### src/common/pi_bus_consts.svh
`ifndef PI_BUS_CONSTS_SVH
`define PI_BUS_CONSTS_SVH

// bus widths.
`define PI_ADDR_W       17
`define PI_DATA_W       8

// low address bits decoded by the on-chip memory.
`define PI_RAM_LO_BITS  9

// command byte layout.
// bit 0 carries a16, bits 7:5 carry the command length.
`define PI_CMD_A16_BIT  0
`define PI_CMD_RW_BIT   1
`define PI_CMD_LEN_HI   7
`define PI_CMD_LEN_LO   5

`endif
### src/common/pi_bus_pkg.sv
`include "pi_bus_consts.svh"

package pi_bus_pkg;

    // one memory bus request, held stable while pending is high.
    typedef struct packed {
        logic [`PI_ADDR_W-1:0] addr;
        logic [`PI_DATA_W-1:0] wr_data;
        logic                  rw_b;
    } pi_bus_req_t;

    // command length field of the command byte.
    // any other length is handled like a write.
    typedef enum logic [2:0] {
        CMD_READ_NEXT = 3'd1,
        CMD_READ_AT   = 3'd3,
        CMD_WRITE_AT  = 3'd4
    } pi_cmd_len_e;

    // command decoder states.
    typedef enum logic [2:0] {
        ST_READ_CMD,
        ST_READ_DATA,
        ST_READ_ADDR_HI,
        ST_READ_ADDR_LO,
        ST_XFER,
        ST_DONE
    } pi_com_state_e;

endpackage

### src/logic/pi_com.sv
`timescale 1ns/1ps

`include "pi_bus_consts.svh"

module pi_com (
    input  logic                    sys_clk,
    input  logic                    reset,
    input  logic                    pending_in,
    input  logic [`PI_DATA_W-1:0]   rx_byte,
    input  logic                    rx_valid,
    input  logic                    done_in,
    output pi_bus_pkg::pi_bus_req_t req,
    output logic                    pending_out,
    output logic                    done_out
);

    import pi_bus_pkg::*;

    pi_com_state_e state;
    pi_cmd_len_e   cmd_len;
    logic          cmd_a16;

    // command byte fields.
    assign cmd_len = pi_cmd_len_e'(rx_byte[`PI_CMD_LEN_HI:`PI_CMD_LEN_LO]);
    assign cmd_a16 = rx_byte[`PI_CMD_A16_BIT];

    // ~~~~~~~~~~~~~~~~~~~~~~~~~~~~~~
    // command decoder
    // ~~~~~~~~~~~~~~~~~~~~~~~~~~~~~~
    always_ff @(posedge sys_clk or posedge reset) begin
        if (reset) begin
            state       <= ST_READ_CMD;
            pending_out <= 1'b0;
            done_out    <= 1'b0;
            req         <= '{addr: '0, wr_data: '0, rw_b: 1'b1};
        end else if (!pending_in) begin
            // host deselected us, abandon whatever was in flight.
            // the address is kept for a later read-next.
            state       <= ST_READ_CMD;
            pending_out <= 1'b0;
            done_out    <= 1'b0;
        end else begin
            case (state)
                ST_READ_CMD: begin
                    pending_out <= 1'b0;
                    done_out    <= 1'b0;
                    req.rw_b    <= 1'b1;

                    if (rx_valid) begin
                        case (cmd_len)
                            CMD_READ_NEXT: begin
                                req.addr <= req.addr + `PI_ADDR_W'(1);
                                state    <= ST_XFER;
                            end
                            CMD_READ_AT: begin
                                req.addr[`PI_ADDR_W-1] <= cmd_a16;
                                state                  <= ST_READ_ADDR_HI;
                            end
                            default: begin
                                req.addr[`PI_ADDR_W-1] <= cmd_a16;
                                state                  <= ST_READ_DATA;
                            end
                        endcase
                    end
                end

                // write data comes before the address.
                ST_READ_DATA: begin
                    req.rw_b <= 1'b0;

                    if (rx_valid) begin
                        req.wr_data <= rx_byte;
                        state       <= ST_READ_ADDR_HI;
                    end
                end

                ST_READ_ADDR_HI: begin
                    if (rx_valid) begin
                        req.addr[15:8] <= rx_byte;
                        state          <= ST_READ_ADDR_LO;
                    end
                end

                ST_READ_ADDR_LO: begin
                    if (rx_valid) begin
                        req.addr[7:0] <= rx_byte;
                        state         <= ST_XFER;
                    end
                end

                // hold the request until the memory answers.
                ST_XFER: begin
                    pending_out <= 1'b1;

                    if (done_in) begin
                        state <= ST_DONE;
                    end
                end

                // stay here until the host drops pending_in.
                ST_DONE: begin
                    pending_out <= 1'b0;
                    done_out    <= 1'b1;
                end

                default: begin
                    state <= ST_READ_CMD;
                end
            endcase
        end
    end

    // ~~~~~~~~~~~~~~~~~~~~~~~~~~~~~~
    // checks
    // ~~~~~~~~~~~~~~~~~~~~~~~~~~~~~~

    // the host only sees done once the memory side has been released.
    assert property (@(posedge sys_clk) disable iff (reset)
        !(pending_out && done_out));

    assert property (@(posedge sys_clk) disable iff (reset)
        pending_out |-> state inside {ST_XFER, ST_DONE});

endmodule

### config.mk
export PLATFORM = sky130hd
export DESIGN_NAME = pi_com
export DESIGN_NICKNAME = d
export VERILOG_FILES = /design/src/common/pi_bus_pkg.sv /design/src/logic/pi_com.sv
export VERILOG_INCLUDE_DIRS = /design/src /design/src/common
export SDC_FILE = /design/constraint.sdc
export NUM_CORES = 1
export LEC_CHECK = 0
export ABC_AREA = 1
export BUFFER_PORTS_ARGS = -buffer_cell sky130_fd_sc_hd__buf_4
export CORE_MARGIN = 8
export CORE_UTILIZATION = 50
export DETAILED_ROUTE_END_ITERATION = 6
export PLACE_DENSITY = 0.74
export SYNTH_ARGS = -nofsm -noshare
export SYNTH_HDL_FRONTEND = slang
export SYNTH_SLANG_ARGS = --single-unit
### constraint.sdc
create_clock -name sys_clk -period 1.5 [get_ports sys_clk]
set_clock_uncertainty 0.05 [all_clocks]
set_input_delay 0.225 -clock sys_clk [delete_from_list [all_inputs] [get_ports sys_clk]]
set_output_delay 0.225 -clock sys_clk [all_outputs]
set_load 0.01 [all_outputs]
==> impl_summary.txt <==
----------------------------------------------------
[Run status]
  Status ... completed

[Cells and area]
  Post-route cell area ... about 2600 um2
  Fraction of the core area covered by cells at the end of the flow ... 67.0%
  Share of layout cells above drive strength 1 ... 27.7%
  Fillers ... 366
  Post-layout nets ... between 300 and 400
  Area Overhead vs Synth ... 31.0%
  Number of inserted diodes ... 0

[Drt]
  Drt total wl ... 5590 um
  Post-detailed-route DRC marker count ... 0
  Antenna viol nets, final ... 0
  Average routed wire per standard cell ... roughly 14 um
  Via total after detailed routing ... 2,101
  Detailed-router iteration count before antenna repair ... 4
  Per-cell via count in the routed design ... 5.16
  Drt initial violations ... between 100 and 150

[Placement]
  Count of input and output buffers ... 40
  RD Place Congestion ... 0.934
  Cell area after placement ... between 2000 and 2500 um2
  Placed wire-length estimate ... 4150 um
  Worst-case setup slack after placement ... 13.2 ps

[Setup path]
  Launch point of the worst path ... req[9]$_DFFE_PP0P_
  End of the worst register-to-register path ... req[23]$_DFFE_PP0P_
  Worst Reg2Reg Path Length in Cells ... 8
  Critical path launch point type ... register
  Endpoint arrival time on the critical path ... 1610 ps
  Setup CP Type ... register to register
  Largest fanout on the critical path ... 4
  Kind of end point of the critical path ... register
  Beginning of the worst register-to-register path ... req[9]$_DFFE_PP0P_
  Reg2Reg Setup Slack ... approximately 18 ps
  Data required time of the critical path ... 1630 ps
  Critical path capture point ... req[23]$_DFFE_PP0P_

[Logic synthesis]
  Number of nets in the synthesized netlist ... between 300 and 400
  Multiplexer fraction of the synthesized cell area ... 0.563%
  Syn Area/Cell ... 6.85 um2
  Main combinational cell family by area after synthesis ... simple AND/OR/NAND/NOR gates
  Post-synthesis share of cell area spent on and, or, nand and nor gates ... 39.9%
  Synthesis warning total ... 0
  Compound-gate portion of the synthesized area ... 8.82%
  Fraction of the yosys area taken by sequential cells ... 38.8%
  Post-synthesis instance total ... 292
  Post-synthesis cell type count ... 30
  Xor-xnor portion of the synthesized cell area ... 0.876%
  Syn Std Cell Area ... 2000 um2
  Number of storage elements in the synthesis netlist ... 31
  Adder-cell share of the synthesized area ... less than 1%

[Global routing]
  GRT Residual Overflow ... 0
  Maximum number of pins on one net before global-route repair ... 32
  Antenna violations before repair ... 0
  First-pass GRT wire length ... 9140 um
  Vias in the first global route ... ~1,900
  Global routing usage summed across all routing layers ... 18.0%

[Floorplan]
  Y dimension of the die ... approximately 79 um
  Placement row count ... 23
  Initial core utilization ... about 50%
  Floorplan die area ... 6280 um2
  Core Footprint ... 3910 um2
  Horizontal extent of the die ... between 70 and 80 um
  Boundary Pins ... 41

[CTS]
  H-tree depth reported by CTS ... 2
  Clock transition at the registers of the reported paths ... 70 ps
  TritonCTS clock tree ... done
  Clk buf depth ... 2
  Sink count of the clock tree ... 31
  Clock buffer count from CTS ... 5
  Worst skew pair latency ... 290 ps
  Root Buffer ... clkbuf_8

[Timing]
  Max-slew violation count ... 0
  Setup repair after global routing missed its margin ... true
  Share of the cycle needed by the critical path after routing ... 98.8%
  Final hold violation count ... 0
  Relative slew slack ... 73.6%
  Slew @ Worst Pin ... slightly below 400 ps
  Crit path setup slack, layout ... 17.9 ps
  Maximum clock frequency ... 675 MHz
  Shortest period the worst path allows ... 1480 ps
  Setup-failing EPs final ... 0

[Power and ir drop]
  Max rail drop VDD ... 0.000754 V
  Static leakage ... 1.42 nW
  Power density cells ... 1320 nW/um2

[Job]
  Max-cap violations ... 0

[Worst hold path]
  Worst Hold Class ... input pin to register

----------------------------------------------------
[timing repair]
item / CTS / global route
endpoints found under the hold margin: 30 / 0
resized for setup: 2 / 14
setup buffers: 0 / 5
pin swaps: 0 / 4
setup endpoints to repair: 2 / 18
cloned: 0 / 0
hold buffers: 1 / 0
[how the worst min path moves through the flow]
stage,from,to,slack [ps],depth (start not counted)
final,rx_byte[4],req[5]$_DFFE_PP0P_,160,2
after global routing,rx_byte[4],req[5]$_DFFE_PP0P_,160,2
after CTS,rx_byte[4],req[5]$_DFFE_PP0P_,150,2
after detailed placement,reset,req[5]$_DFFE_PP0P_,290,3
after global placement,reset,state[1]$_DFFE_PP0P_,280,3
after floorplan,reset,done_out$_DFFE_PP0P_,280,1
[flip-flops by register name, summed over array words and instances (netlist names)]
name and count:
req 26, state 3, done_out 1, pending_out 1
[cells in the final DEF, fill, tap and decap left out, types with 3 or more instances in the layout]
master / netlist / layout
o21ai_0: 25 / 21
buf_4: 0 / 60
nand2_1: 97 / 95
clkbuf_8: 0 / 6
nor2_4: 4 / 4
nor2_2: 1 / 5
nor2_1: 33 / 29
nor3_1: 3 / 3
o21ai_1: 1 / 5
inv_2: 4 / 4
inv_1: 38 / 37
nand3_1: 30 / 30
dfrtp_1: 30 / 28
[worst max-delay path, stage by stage, from the launching register on]
cell and delay [ps]:
dfrtp_1 400, ha_2 220, nand3_1 170, nor2_1 190, nand3_1 90, nand2_1 60
nand3_1 60, nand2_1 80, nand2_1 50
[cells in the mapped netlist]
master | count | share of area [%]
o22ai_1 | 1 | 0.31
nor2_4 | 4 | 2.3
buf_2 | 2 | 0.50
o211ai_1 | 2 | 0.75
or2_2 | 1 | 0.31
xor2_1 | 2 | 0.88
inv_4 | 1 | 0.31
o21ai_0 | 25 | 6.3
nand4_2 | 1 | 0.63
nand2_1 | 97 | 18
dfstp_2 | 1 | 1.3
a31o_2 | 1 | 0.44
nand4_1 | 2 | 0.63
nand3_1 | 30 | 7.5
ha_1 | 1 | 0.63
nand2_4 | 1 | 0.56
nand3_2 | 2 | 1.0
nor2_2 | 1 | 0.31
dfrtp_1 | 30 | 38
mux2_2 | 1 | 0.56
o21ai_1 | 1 | 0.25
nand3_4 | 1 | 0.88
inv_1 | 38 | 7.1
inv_2 | 4 | 0.75
or2_1 | 1 | 0.31
nand3b_1 | 1 | 0.38
o21ai_4 | 1 | 0.81
buf_6 | 3 | 1.7
nor2_1 | 33 | 6.2
nor3_1 | 3 | 0.75
[metal layers]
metal  track usage [%]  vias to the layer above  share of wire, %
met5                 0                        -                 0
met4              6.11                        0               1.5
met3              4.97                        8               6.3
met2              28.2                       67                46
met1              23.3                      976                46
li1                  -                     1050                 -
[area by class of cell]
class	count	area [um2]	area share, %
clock buffer	6	82.6	3.15
inverter	43	166	6.35
multi-input combinational	213	1030	39.4
tap	50	62.6	2.39
sequential	31	779	29.7
clock inverter	1	5.00	0.191
timing repair buffer	63	492	18.8
[cells by family (layout without fill, tap and decap cells)]
kind of cell,after synthesis,count (layout)
multiplexers,1,1
XOR/XNOR,2,2
flip-flops,31,31
buffers and inverters,48,113
AND/OR/NAND/NOR,178,178
AO/OA/AOI/OAI,31,31
adder cells (fa/ha/maj),1,1
[report_power, final]
group          switching, mW  internal (mW)  leakage [nW]
clock network          0.316          0.360        0.0470
registers              0.242           1.09         0.401
logic                  0.740          0.711         0.974
total                   1.30           2.16          1.42
[through the flow]
step	hold WS [ps]	power, mW	cells	TNS (ps)
finish	160	3.46	407	0
global route	163	3.71	407	-528
CTS	154	3.41	402	0
detailed placement	289	2.72	394	0
global placement	285	2.69	394	0
floorplan	278	2.03	292	0
Note: power is estimated with default switching activity, not from simulation.
