<file path="config.mk">
export PLATFORM = sky130hd
export DESIGN_NAME = spi_byte
export DESIGN_NICKNAME = d
export VERILOG_FILES = /design/src/spi/spi_byte.sv
export VERILOG_INCLUDE_DIRS = /design/src /design/src/common
export SDC_FILE = /design/constraint.sdc
export NUM_CORES = 1
export LEC_CHECK = 0
export BUFFER_PORTS_ARGS = -buffer_cell sky130_fd_sc_hd__buf_2
export CAP_MARGIN = 20
export CORE_MARGIN = 10
export CORE_UTILIZATION = 30
export CTS_BUF_LIST = sky130_fd_sc_hd__clkbuf_4 sky130_fd_sc_hd__clkbuf_8
export DETAILED_ROUTE_END_ITERATION = 10
export GPL_TIMING_DRIVEN = 0
export SETUP_SLACK_MARGIN = 0.1
export SYNTH_ARGS = -nofsm -noshare
export SYNTH_HDL_FRONTEND = slang
export SYNTH_SLANG_ARGS = --single-unit
export TNS_END_PERCENT = 5
</file>
<file path="constraint.sdc">
create_clock -name sys_clk -period 2.03 [get_ports sys_clk]
set_input_delay 0.3045 -clock sys_clk [delete_from_list [all_inputs] [get_ports sys_clk]]
set_output_delay 0.3045 -clock sys_clk [all_outputs]
set_load 0.01 [all_outputs]
</file>
<file path="src/common/pi_bus_consts.svh">
`ifndef PI_BUS_CONSTS_SVH
`define PI_BUS_CONSTS_SVH

// bus widths.
`define PI_ADDR_W       17
`define PI_DATA_W       8

// low address bits decoded by the on-chip memory.
`define PI_RAM_LO_BITS  9

// command byte layout.
// bit 0 carries a16, bits 7:5 carry the command length.
`define PI_CMD_A16_BIT  0
`define PI_CMD_RW_BIT   1
`define PI_CMD_LEN_HI   7
`define PI_CMD_LEN_LO   5

`endif
</file>
<file path="src/spi/spi_byte.sv">
`timescale 1ns/1ps

`include "pi_bus_consts.svh"

module spi_byte (
    input  logic                  sys_clk,
    input  logic                  reset,
    input  logic                  spi_sclk,
    input  logic                  spi_cs_n,
    input  logic                  spi_rx,
    input  logic [`PI_DATA_W-1:0] tx_byte,
    output logic                  spi_tx,
    output logic [`PI_DATA_W-1:0] rx_byte,
    output logic                  valid
);

    logic [1:0]            sclk_sync;
    logic [1:0]            mosi_sync;
    logic                  sclk_prev;
    logic                  sclk_rise;
    logic                  sclk_fall;
    logic                  tx_load;
    logic [2:0]            bit_cnt;
    logic [`PI_DATA_W-1:0] rx_shift;
    logic [`PI_DATA_W-1:0] tx_shift;

    // ~~~~~~~~~~~~~~~~~~~~~~~~~~~~~~
    // serial clock edge detection
    // ~~~~~~~~~~~~~~~~~~~~~~~~~~~~~~

    // mosi goes through the same two stages so it lines up with sclk.
    always_ff @(posedge sys_clk or posedge reset) begin
        if (reset) begin
            sclk_sync <= 2'b00;
            mosi_sync <= 2'b00;
            sclk_prev <= 1'b0;
        end else begin
            sclk_sync <= {sclk_sync[0], spi_sclk};
            mosi_sync <= {mosi_sync[0], spi_rx};
            sclk_prev <= sclk_sync[1];
        end
    end

    assign sclk_rise = sclk_sync[1] && !sclk_prev;
    assign sclk_fall = !sclk_sync[1] && sclk_prev;

    // between bytes the shifter follows tx_byte, so read data that
    // arrives late still reaches the first bit.
    assign tx_load = (bit_cnt == 3'd0) && !sclk_sync[1];

    // ~~~~~~~~~~~~~~~~~~~~~~~~~~~~~~
    // shift registers
    // ~~~~~~~~~~~~~~~~~~~~~~~~~~~~~~
    always_ff @(posedge sys_clk or posedge reset) begin
        if (reset) begin
            bit_cnt  <= 3'd0;
            valid    <= 1'b0;
            tx_shift <= '0;
        end else if (spi_cs_n) begin
            bit_cnt  <= 3'd0;
            valid    <= 1'b0;
            tx_shift <= tx_byte;
        end else begin
            valid <= sclk_rise && (bit_cnt == 3'd7);
            if (sclk_rise) begin
                bit_cnt <= bit_cnt + 3'd1;
            end
            if (tx_load) begin
                tx_shift <= tx_byte;
            end else if (sclk_fall) begin
                tx_shift <= {tx_shift[`PI_DATA_W-2:0], 1'b0};
            end
        end
    end

    // msb first on mosi.
    always_ff @(posedge sys_clk) begin
        if (sclk_rise && !spi_cs_n) begin
            rx_shift <= {rx_shift[`PI_DATA_W-2:0], mosi_sync[1]};
        end
    end

    assign rx_byte = rx_shift;
    assign spi_tx  = tx_shift[`PI_DATA_W-1];

    // one pulse per byte, even at the fastest sclk.
    assert property (@(posedge sys_clk) disable iff (reset) valid |=> !valid);

endmodule

</file>
==> flow_summary_export.csv, run 1 <==
group,metric,value,unit
synthesis,postSynthNetCount,77,
setup_path,worst_path_largest_cell_delay,0.49,ns
placement,dp_hpwl,1257,µm
cts,ctsHtreeMaxLevel,1,
timing,report.final.setup_viol,0,
synthesis,synth_top_cell_by_area,"sky130_fd_sc_hd__dfrtp_1",
synthesis,post_synth_num_cell_types,14,
final_layout,num_antenna_cells,0,
timing,timing.clock.skew,0.01353,ns
synthesis,synth.top_cells.by_area,"sky130_fd_sc_hd__dfrtp_1 41%, sky130_fd_sc_hd__edfxtp_1 23%, sky130_fd_sc_hd__mux2_4 20%",
cts,cts.reportedPaths.clkPinSlew,0.14,ns
power,power.density,732.4,mW/mm²
timing,max-slew-margin-rel,0.5728,
power,power_frac_seq,0.623,
placement,io_port_bufs,22,
drt,ant_nets,0,
setup_path,cp.required,2.00,ns
global_route,grt_max_degree,18,
power,power.leakage,0.5919,nW
status,status,"complete, no violations",
die,io_pins,23,
placement,dpl_worst_slack,0.2171,ns
synthesis,average_cell_area_after_synthesis,17.15,µm²
power,vdd_drop_max,239.9,µV
global_route,grt_antenna_before_repair,0,
drt,drtIter0Drc,24,
final_layout,final_area,0.001244,mm²
drt,drt-wirelength-per-cell,12.35,µm
die,dieArea,0.006249,mm²
die,start_util,0.3110,
timing,rsz0062_at_grt,"false",
worst_hold_path,hold_path.class,"in -> async",
final_layout,layout.cells.non_filler,133,
final_layout,most_common_library_cell_in_the_layout_ignoring_fill_and_taps,"sky130_fd_sc_hd__buf_2",
power,power_consumption,910.9,µW
die,placement_rows,21,
synthesis,synth_top_area_share,0.4067,
drt,top_layer,"met4",
drt,wl_met2,657,µm
timing,final.period_utilization,0.7902,
setup_path,cp_data_arrival_time,1.57,ns
final_layout,nNetsFinal,104,
final_layout,drive_above_1_share,0.5057,
die,die_height,79.05,µm
power,power.share.combinational,0.142,
global_route,number_of_global_route_vias_before_repair,632,
drt,drc_errors,0,
final_layout,finalCoreUtilization,0.3698,
drt,met3_wirelength,163,µm
die,die_span_in_x,79.05,µm
timing,final.setup.tns,0,ns
timing,worst_pin_slew,0.6401,ns
setup_path,crit_path_top_delay_cell,"sky130_fd_sc_hd__nor2b_2",
synthesis,mappedNetlistArea,0.001046,mm²
placement,globalplace.congestion,0.6746,
drt,routed-via-count,533,
setup_path,timing.critical_path.max_delay_family,"simple AND/OR/NAND/NOR gates",
global_route,grt_first_pass_wirelength,2898,µm
run,timing.max_cap.violations,0,
timing,timing.final.max_slew_violations,0,
timing,finalHoldViolations,0,
timing,whs,0.04582,ns
setup_path,worstSetupPathType,"reg -> reg",
final_layout,mostFrequentLayoutCells,"22 x sky130_fd_sc_hd__buf_2, 17 x sky130_fd_sc_hd__dfrtp_1, 14 x sky130_fd_sc_hd__mux2_4",
synthesis,postSynthRegisterBits,25,
timing,min_period,1.604,ns
cts,number_of_setup_buffers_added_after_cts,0,
cts,tritoncts,"built",
timing,setup_ws,0.4260,ns
die,floorplan.core_area,0.003363,mm²
power,power.internal,705.3,µW
cts,clk_path_buf_depth,2,
placement,placed_area,0.001214,mm²
power,netSwitchingPower,205.6,µW
global_route,globalRouteTotalUtil,0.05778,
synthesis,syn_inst,61,
drt,first_pass_iters,2,
cts,tritoncts_num_sinks,25,
synthesis,yosysWarnings,0,
setup_path,end_kind,"flip-flop",
placement,numPlacedInstances,129,
setup_path,critical_path_peak_fanout,9,
power,sw_frac_of_total,0.2257,
timing,max_freq,0.6234,GHz
synthesis,yosysSeqAreaShare,0.6364,
setup_path,cp.buffers_inverters,0,
global_route,grt_remaining_overflow,0,
drt,post_drt_via_cell_ratio,4.008,
power,clock_power_share,0.235,
cts,tritoncts.num_buffers,3,
cts,clk_root_buffer_cell,"sky130_fd_sc_hd__clkbuf_4",
drt,postRouteWirelength,1643,µm
setup_path,worstPathCellList,"nor2b_1, nor2b_2",
cts,insertion_delay,0.31,ns
final_layout,area_growth_syn_to_layout,18.90,%
drt,wl_met1,805,µm
setup_path,setup.reg_to_reg.worst_slack,0.43,ns
setup_path,crit_path_start_kind,"flip-flop",
power by group through the flow:
stage | clock, mW | combinational, mW | sequential [mW]
after floorplan | 0 | 0.0982 | 0.577
after global placement | 0 | 0.129 | 0.577
after detailed placement | 0 | 0.132 | 0.578
after CTS | 0.228 | 0.132 | 0.568
after global routing | 0.251 | 0.144 | 0.572
final | 0.214 | 0.130 | 0.567
cell type report:
| class | instances | area (µm²) |
|---|---|---|
| repair buffers | 22 | 110.1 |
| well taps | 46 | 57.56 |
| clock inverters | 1 | 5.005 |
| multi-input cells | 31 | 356.6 |
| clock buffers | 3 | 22.52 |
| inverters | 4 | 15.01 |
| fillers | 344 | 2120 |
| plain buffers | 1 | 11.26 |
| flip-flops and latches | 25 | 665.6 |
cell families (layout without fill, tap and decap cells):
family	Yosys count	after routing	synth area share
multiplexers	17	17	0.2297
AND/OR/NAND/NOR	9	9	0.04903
XOR/XNOR	1	1	0.008375
adder cells (fa/ha/maj)	3	3	0.03589
AO/OA/AOI/OAI	1	1	0.01555
buffers and inverters	5	31	0.02511
flip-flops	25	25	0.6364
routing by layer:
| metal | global-route usage | vias up |
|---|---|---|
| met5 | 0 | - |
| met4 | 0.01613 | 0 |
| met3 | 0.03716 | 2 |
| met2 | 0.08728 | 18 |
| met1 | 0.06600 | 255 |
| li1 | - | 258 |
registers in the layout (all words and copies together) (netlist names):
name	cells
sclk_sync	2
bit_cnt	3
tx_shift	8
valid	1
rx_byte	8
sclk_prev	1
mosi_sync	2
final timing paths:
kind,from,end,cells past startpoint
max,sclk_sync[1]$_DFF_PP0_,rx_byte[7]$_DFFE_PP_,2
min reg2reg,sclk_sync[0]$_DFF_PP0_,sclk_sync[1]$_DFF_PP0_,0
min in group sys_clk,spi_sclk,sclk_sync[0]$_DFF_PP0_,1
min,reset,tx_shift[2]$_DFFE_PP0P_,2
max reg2reg,sclk_sync[1]$_DFF_PP0_,rx_byte[7]$_DFFE_PP_,2
max in group asynchronous,reset,tx_shift[6]$_DFFE_PP0P_,2
cells in the mapped netlist:
| library cell | n |
|---|---|
| sky130_fd_sc_hd__dfrtp_1 | 17 |
| sky130_fd_sc_hd__inv_1 | 4 |
| sky130_fd_sc_hd__nor2b_1 | 2 |
| sky130_fd_sc_hd__mux2i_1 | 3 |
| sky130_fd_sc_hd__ha_1 | 3 |
| sky130_fd_sc_hd__and2_1 | 1 |
| sky130_fd_sc_hd__nand2_1 | 1 |
| sky130_fd_sc_hd__edfxtp_1 | 8 |
| sky130_fd_sc_hd__nor2_1 | 4 |
| sky130_fd_sc_hd__a21oi_4 | 1 |
| sky130_fd_sc_hd__buf_6 | 1 |
| sky130_fd_sc_hd__nand2b_4 | 1 |
| sky130_fd_sc_hd__mux2_4 | 14 |
| sky130_fd_sc_hd__xnor2_1 | 1 |
what timing repair did:
action                                 in CTS  in global routing
setup endpoints to repair                   0                  6
endpoints found under the hold margin       0                  0
hold buffers                                0                  0
gates resized for setup                     0                  1
Power figures use the tool's default switching activity.
==> run 2, diff against run 1 <==
==> constraint.sdc (replaced) <==
create_clock -name sys_clk -period 1.54 [get_ports sys_clk]
set_input_delay 0.231 -clock sys_clk [delete_from_list [all_inputs] [get_ports sys_clk]]
set_output_delay 0.231 -clock sys_clk [all_outputs]
set_load 0.01 [all_outputs]
==> run 2 against run 1 <==
Against the previous run: non-clock buffer count grew 3; final cell count grew 2.3%; total power grew 32%; sequential share of layout area shrank 2.0 points.
==> flow_summary_export.csv, run 2 (same netlist as run 1, synthesis figures left out) <==
group,metric,value,unit
power,vdd_drop_max,489.6,µV
placement,numPlacedInstances,129,
final_layout,most_common_library_cell_in_the_layout_ignoring_fill_and_taps,"sky130_fd_sc_hd__buf_2",
timing,timing.clock.skew,0.001291,ns
setup_path,worstPathCellList,"inv_1, ha_1, a21oi_4, buf_12, mux2_4",
timing,max_freq,0.7064,GHz
drt,drt-wirelength-per-cell,12.20,µm
setup_path,worstSetupPathType,"reg -> reg",
timing,worst_pin_slew,0.6372,ns
global_route,grt_first_pass_wirelength,2918,µm
power,power.leakage,0.6123,nW
final_layout,area.sequential,665.6,µm²
drt,drc_errors,0,
final_layout,num_antenna_cells,0,
global_route,use_met1,0.06542,
setup_path,crit_path_top_delay_cell,"sky130_fd_sc_hd__dfrtp_1",
placement,dp_hpwl,1258,µm
global_route,gr-max-usage-layer,"met2",
final_layout,drive_above_1_share,0.5111,
drt,routed-via-count,537,
power,netSwitchingPower,264.6,µW
timing,min_period,1.416,ns
worst_hold_path,hold_path.class,"in -> reg",
power,clock_power_share,0.226,
timing,rsz0062_at_grt,"true",
cts,cts.reportedPaths.clkPinSlew,0.12,ns
setup_path,worst_path_largest_cell_delay,0.40,ns
power,power.internal,942.1,µW
final_layout,layout.cells.non_filler,136,
global_route,grt_util_met2,0.09054,
setup_path,end_kind,"flip-flop",
setup_path,critical_path_peak_fanout,8,
status,status,"complete, no violations",
cts,clk_root_buffer_cell,"sky130_fd_sc_hd__clkbuf_4",
drt,first_pass_iters,2,
global_route,globalRouteTotalUtil,0.05874,
run,timing.max_cap.violations,0,
cts,clk_path_buf_depth,2,
timing,final.period_utilization,0.9192,
timing,timing.final.max_slew_violations,0,
final_layout,nNetsFinal,107,
timing,report.final.setup_viol,0,
setup_path,crit_path_start_kind,"flip-flop",
placement,placed_area,0.001216,mm²
power,power.density,934.6,mW/mm²
drt,post_drt_via_cell_ratio,3.949,
power,power.share.combinational,0.155,
power,sw_frac_of_total,0.2193,
final_layout,final_area,0.001291,mm²
power,power_frac_seq,0.620,
drt,postRouteWirelength,1659,µm
final_layout,mostFrequentLayoutCells,"22 x sky130_fd_sc_hd__buf_2, 17 x sky130_fd_sc_hd__dfrtp_1, 14 x sky130_fd_sc_hd__mux2_4",
die,die_span_in_x,79.05,µm
drt,drtIter0Drc,26,
timing,max-slew-margin-rel,0.5748,
cts,tritoncts_num_sinks,25,
global_route,grt_remaining_overflow,0,
power,power_consumption,1.207,mW
die,die_height,79.05,µm
final_layout,n_fill_cell,358,
die,dieArea,0.006249,mm²
die,io_pins,23,
die,placement_rows,21,
global_route,use_met3,0.03491,
die,floorplan.core_area,0.003363,mm²
final_layout,area_growth_syn_to_layout,23.45,%
drt,ant_nets,0,
cts,tritoncts.num_buffers,3,
setup_path,cp_data_arrival_time,1.62,ns
global_route,grt_max_degree,18,
cts,ctsHtreeMaxLevel,1,
placement,io_port_bufs,22,
timing,finalHoldViolations,0,
setup_path,cp.required,1.74,ns
die,start_util,0.3110,
global_route,number_of_global_route_vias_before_repair,620,
cts,tritoncts,"built",
final_layout,multi_input_comb_area,364.1,µm²
global_route,grt_antenna_before_repair,0,
cts,insertion_delay,0.30,ns
placement,globalplace.congestion,0.6544,
run 2: cell types whose count changed in the layout (fill, tap and decap cells not counted):
| cell | delta |
|---|---|
| sky130_fd_sc_hd__dlygate4sd3_1 | +2 |
| sky130_fd_sc_hd__nor2b_4 | +1 |
| sky130_fd_sc_hd__nor2b_1 | -1 |
| sky130_fd_sc_hd__buf_12 | +1 |
run 2: layout make-up:
type | count | area share
flip-flops and latches | 25 | 0.5155
multi-input cells | 31 | 0.2820
repair buffers | 25 | 0.1163
well taps | 46 | 0.04457
clock buffers | 3 | 0.01744
inverters | 4 | 0.01163
plain buffers | 1 | 0.008721
clock inverters | 1 | 0.003876
run 2: worst paths after layout:
path,start,endpoint,slack [ns],cells after the start
worst max-delay path,bit_cnt[0]$_DFFE_PP0P_,tx_shift[4]$_DFFE_PP0P_,0.12,5
worst min-delay path,spi_rx,mosi_sync[0]$_DFF_PP0_,0.02,1
worst max register to register,bit_cnt[0]$_DFFE_PP0P_,tx_shift[4]$_DFFE_PP0P_,0.12,5
worst min register to register,sclk_sync[0]$_DFF_PP0_,sclk_sync[1]$_DFF_PP0_,0.37,0
max in group asynchronous,reset,bit_cnt[1]$_DFFE_PP0P_,0.60,3
min in group asynchronous,reset,valid$_DFF_PP0_,0.54,3
run 2: power groups by stage:
stage / logic [mW] / clock network [mW] / registers [mW]
after CTS: 0.188 / 0.297 / 0.749
after global routing: 0.205 / 0.325 / 0.757
after global placement: 0.171 / 0 / 0.760
final: 0.186 / 0.272 / 0.748
after floorplan: 0.130 / 0 / 0.761
after detailed placement: 0.174 / 0 / 0.763
run 2: worst max-delay path: cells and delay by family (launching register included):
family | cells | cell delay, ns
buf+inv | 2 | 0.20
flops | 1 | 0.40
fa+ha+maj | 1 | 0.22
compound gates | 1 | 0.18
mux | 1 | 0.30
run 2: timing repair:
| item | CTS | global route |
|---|---|---|
| pin swaps | 1 | 0 |
| gates cloned | 0 | 0 |
| setup buffers | 1 | 0 |
| hold buffers | 1 | 1 |
| resized for setup | 1 | 1 |
| endpoints found under the hold margin | 8 | 1 |
| setup endpoints to repair | 16 | 16 |
run 2: metal layers:
layer | vias to the layer above | routed length [µm] | share of wire
met5 | - | 0 | 0
met4 | 0 | 20 | 0.012
met3 | 2 | 134 | 0.081
met2 | 16 | 764 | 0.46
met1 | 252 | 739 | 0.45
li1 | 267 | - | -
run 2: stage by stage:
step / TNS (ns) / utilization / hold slack, ns / setup WS [ns]
finish: 0 / 0.3839 / 0.01970 / 0.1244
global route: 0 / 0.3839 / 0.0005705 / 0.05809
CTS: 0 / 0.3802 / 0.004233 / 0.09132
detailed placement: -0.3273 / 0.3616 / 0.3411 / -0.04110
global placement: -0.2288 / 0.3616 / 0.3350 / -0.02881
floorplan: 0 / - / 0.1571 / 0.1490
==> run 3, diff against run 2 <==
==> constraint.sdc (replaced) <==
create_clock -name sys_clk -period 1.54 [get_ports sys_clk]
set_input_delay 0.308 -clock sys_clk [delete_from_list [all_inputs] [get_ports sys_clk]]
set_output_delay 0.308 -clock sys_clk [all_outputs]
set_load 0.01 [all_outputs]
==> run 3 against run 2 <==
Against the previous run: final area decreased by 1.6%; register-to-register slack barely moved; maximum frequency shrank 0.20%; flip-flop and latch count did not move; die area stayed put; highest routed layer unchanged; global-route usage hardly changed; sequential power barely moved; clock power about the same; worst hold slack improved by 0.048 ns.
==> flow_summary_export.csv, run 3 (same netlist as run 1, synthesis figures left out) <==
group,metric,value,unit
status,status,"complete, no violations",
setup_path,cp_data_arrival_time,1.62,ns
power,vdd_drop_max,488.5,µV
drt,wl_met2,737,µm
timing,whs,0.06751,ns
setup_path,critical_path_peak_fanout,8,
setup_path,end_kind,"flip-flop",
cts,tritoncts.num_buffers,3,
cts,clk_root_buffer_cell,"sky130_fd_sc_hd__clkbuf_4",
drt,first_pass_iters,2,
final_layout,mostFrequentLayoutCells,"22 x sky130_fd_sc_hd__buf_2, 17 x sky130_fd_sc_hd__dfrtp_1, 14 x sky130_fd_sc_hd__mux2_4",
setup_path,worstPathCellList,"inv_1, ha_1, a21oi_4, buf_12, mux2_4",
final_layout,area_growth_syn_to_layout,21.53,%
die,placement_rows,21,
cts,cts.reportedPaths.clkPinSlew,0.12,ns
cts,tritoncts,"built",
drt,wl_met1,739,µm
drt,routed-via-count,529,
placement,globalplace.congestion,0.6544,
setup_path,worst_path_largest_cell_delay,0.40,ns
setup_path,timing.critical_path.max_delay_family,"flip-flops",
timing,rsz0062_at_grt,"true",
global_route,grt_antenna_before_repair,0,
final_layout,num_antenna_cells,0,
final_layout,final_area,0.001271,mm²
setup_path,cp.required,1.74,ns
setup_path,worstSetupPathType,"reg -> reg",
final_layout,drive_above_1_share,0.5227,
timing,worst_pin_slew,0.6464,ns
global_route,number_of_global_route_vias_before_repair,614,
timing,report.final.setup_viol,0,
run,timing.max_cap.violations,0,
die,floorplan.core_area,0.003363,mm²
cts,insertion_delay,0.30,ns
setup_path,crit_path_top_delay_cell,"sky130_fd_sc_hd__dfrtp_1",
global_route,globalRouteTotalUtil,0.05828,
timing,timing.final.max_slew_violations,0,
timing,max_freq,0.7050,GHz
final_layout,n_fill_cell,360,
drt,postRouteWirelength,1640,µm
setup_path,crit_path_start_kind,"flip-flop",
cts,ctsHtreeMaxLevel,1,
cts,holdBufCountCts,0,
drt,top_layer,"met4",
drt,post_drt_via_cell_ratio,3.948,
drt,met3_wirelength,143,µm
global_route,grt_first_pass_wirelength,2891,µm
power,power.leakage,0.6040,nW
drt,drc_errors,0,
die,io_pins,23,
timing,finalHoldViolations,0,
cts,tritoncts_num_sinks,25,
setup_path,cp.buffers_inverters,2,
cts,clk_path_buf_depth,2,
global_route,grt_remaining_overflow,0,
drt,drt-wirelength-per-cell,12.24,µm
timing,final.period_utilization,0.9211,
drt,drtIter0Drc,25,
timing,min_period,1.418,ns
placement,dp_hpwl,1258,µm
die,start_util,0.3110,
placement,placed_area,0.001216,mm²
worst_hold_path,hold_path.class,"in -> async",
placement,io_port_bufs,22,
timing,max-slew-margin-rel,0.5686,
setup_path,r2r_start,"bit_cnt[0]$_DFFE_PP0P_",
die,die_span_in_x,79.05,µm
timing,final.setup.tns,0,ns
die,dieArea,0.006249,mm²
global_route,grt_max_degree,18,
power,power.density,945.5,mW/mm²
final_layout,most_common_library_cell_in_the_layout_ignoring_fill_and_taps,"sky130_fd_sc_hd__buf_2",
drt,ant_nets,0,
timing,timing.clock.skew,0.0005126,ns
final_layout,nNetsFinal,105,
final_layout,finalCoreUtilization,0.3780,
setup_path,worstSetupStartpoint,"bit_cnt[0]$_DFFE_PP0P_",
die,die_height,79.05,µm
run 3: changes by cell type in the layout (fill, tap and decap cells not counted):
cell / change
sky130_fd_sc_hd__dlygate4sd3_1: -2
run 3: routing by layer:
| metal | global-route usage | up-vias |
|---|---|---|
| met3 | 0.03604 | 2 |
| li1 | - | 263 |
| met2 | 0.08891 | 16 |
| met5 | 0 | - |
| met1 | 0.06475 | 248 |
| met4 | 0.02151 | 0 |
run 3: timing repair:
action,in CTS,in global routing
buffers inserted,1,0
resized for setup,1,1
endpoints found under the setup margin,16,16
pin swaps,1,0
run 3: final timing paths:
kind	end	slack (ns)	cells past startpoint
max	tx_shift[4]$_DFFE_PP0P_	0.12	5
min	valid$_DFF_PP0_	0.07	2
max reg2reg	tx_shift[4]$_DFFE_PP0P_	0.12	5
min reg2reg	sclk_sync[1]$_DFF_PP0_	0.37	0
max in group asynchronous	sclk_prev$_DFF_PP0_	1.06	2
min in group sys_clk	mosi_sync[0]$_DFF_PP0_	0.10	1
run 3: area by class of cell:
type                       count  area (µm²)  area share
buffer                         1       11.26    0.008858
inverter                       4       15.01     0.01181
clock buffer                   3       22.52     0.01772
multi-input combinational     31       364.1      0.2864
tap                           46       57.56     0.04528
timing repair buffer          23       130.1      0.1024
sequential                    25       665.6      0.5236
clock inverter                 1       5.005    0.003937
run 3: power by group:
| part | switching (mW) | internal [mW] | total (mW) |
|---|---|---|---|
| combinational | 0.0666 | 0.116 | 0.183 |
| clock | 0.174 | 0.0969 | 0.271 |
| sequential | 0.0223 | 0.726 | 0.748 |
run 3: stage by stage:
step	total power [mW]	worst slack [ns]	instances
after floorplan	0.8907	0.1490	61
after global placement	0.9306	-0.02881	129
after detailed placement	0.9366	-0.04110	129
after CTS	1.231	0.09132	134
after global routing	1.282	0.05809	134
final	1.202	0.1216	134
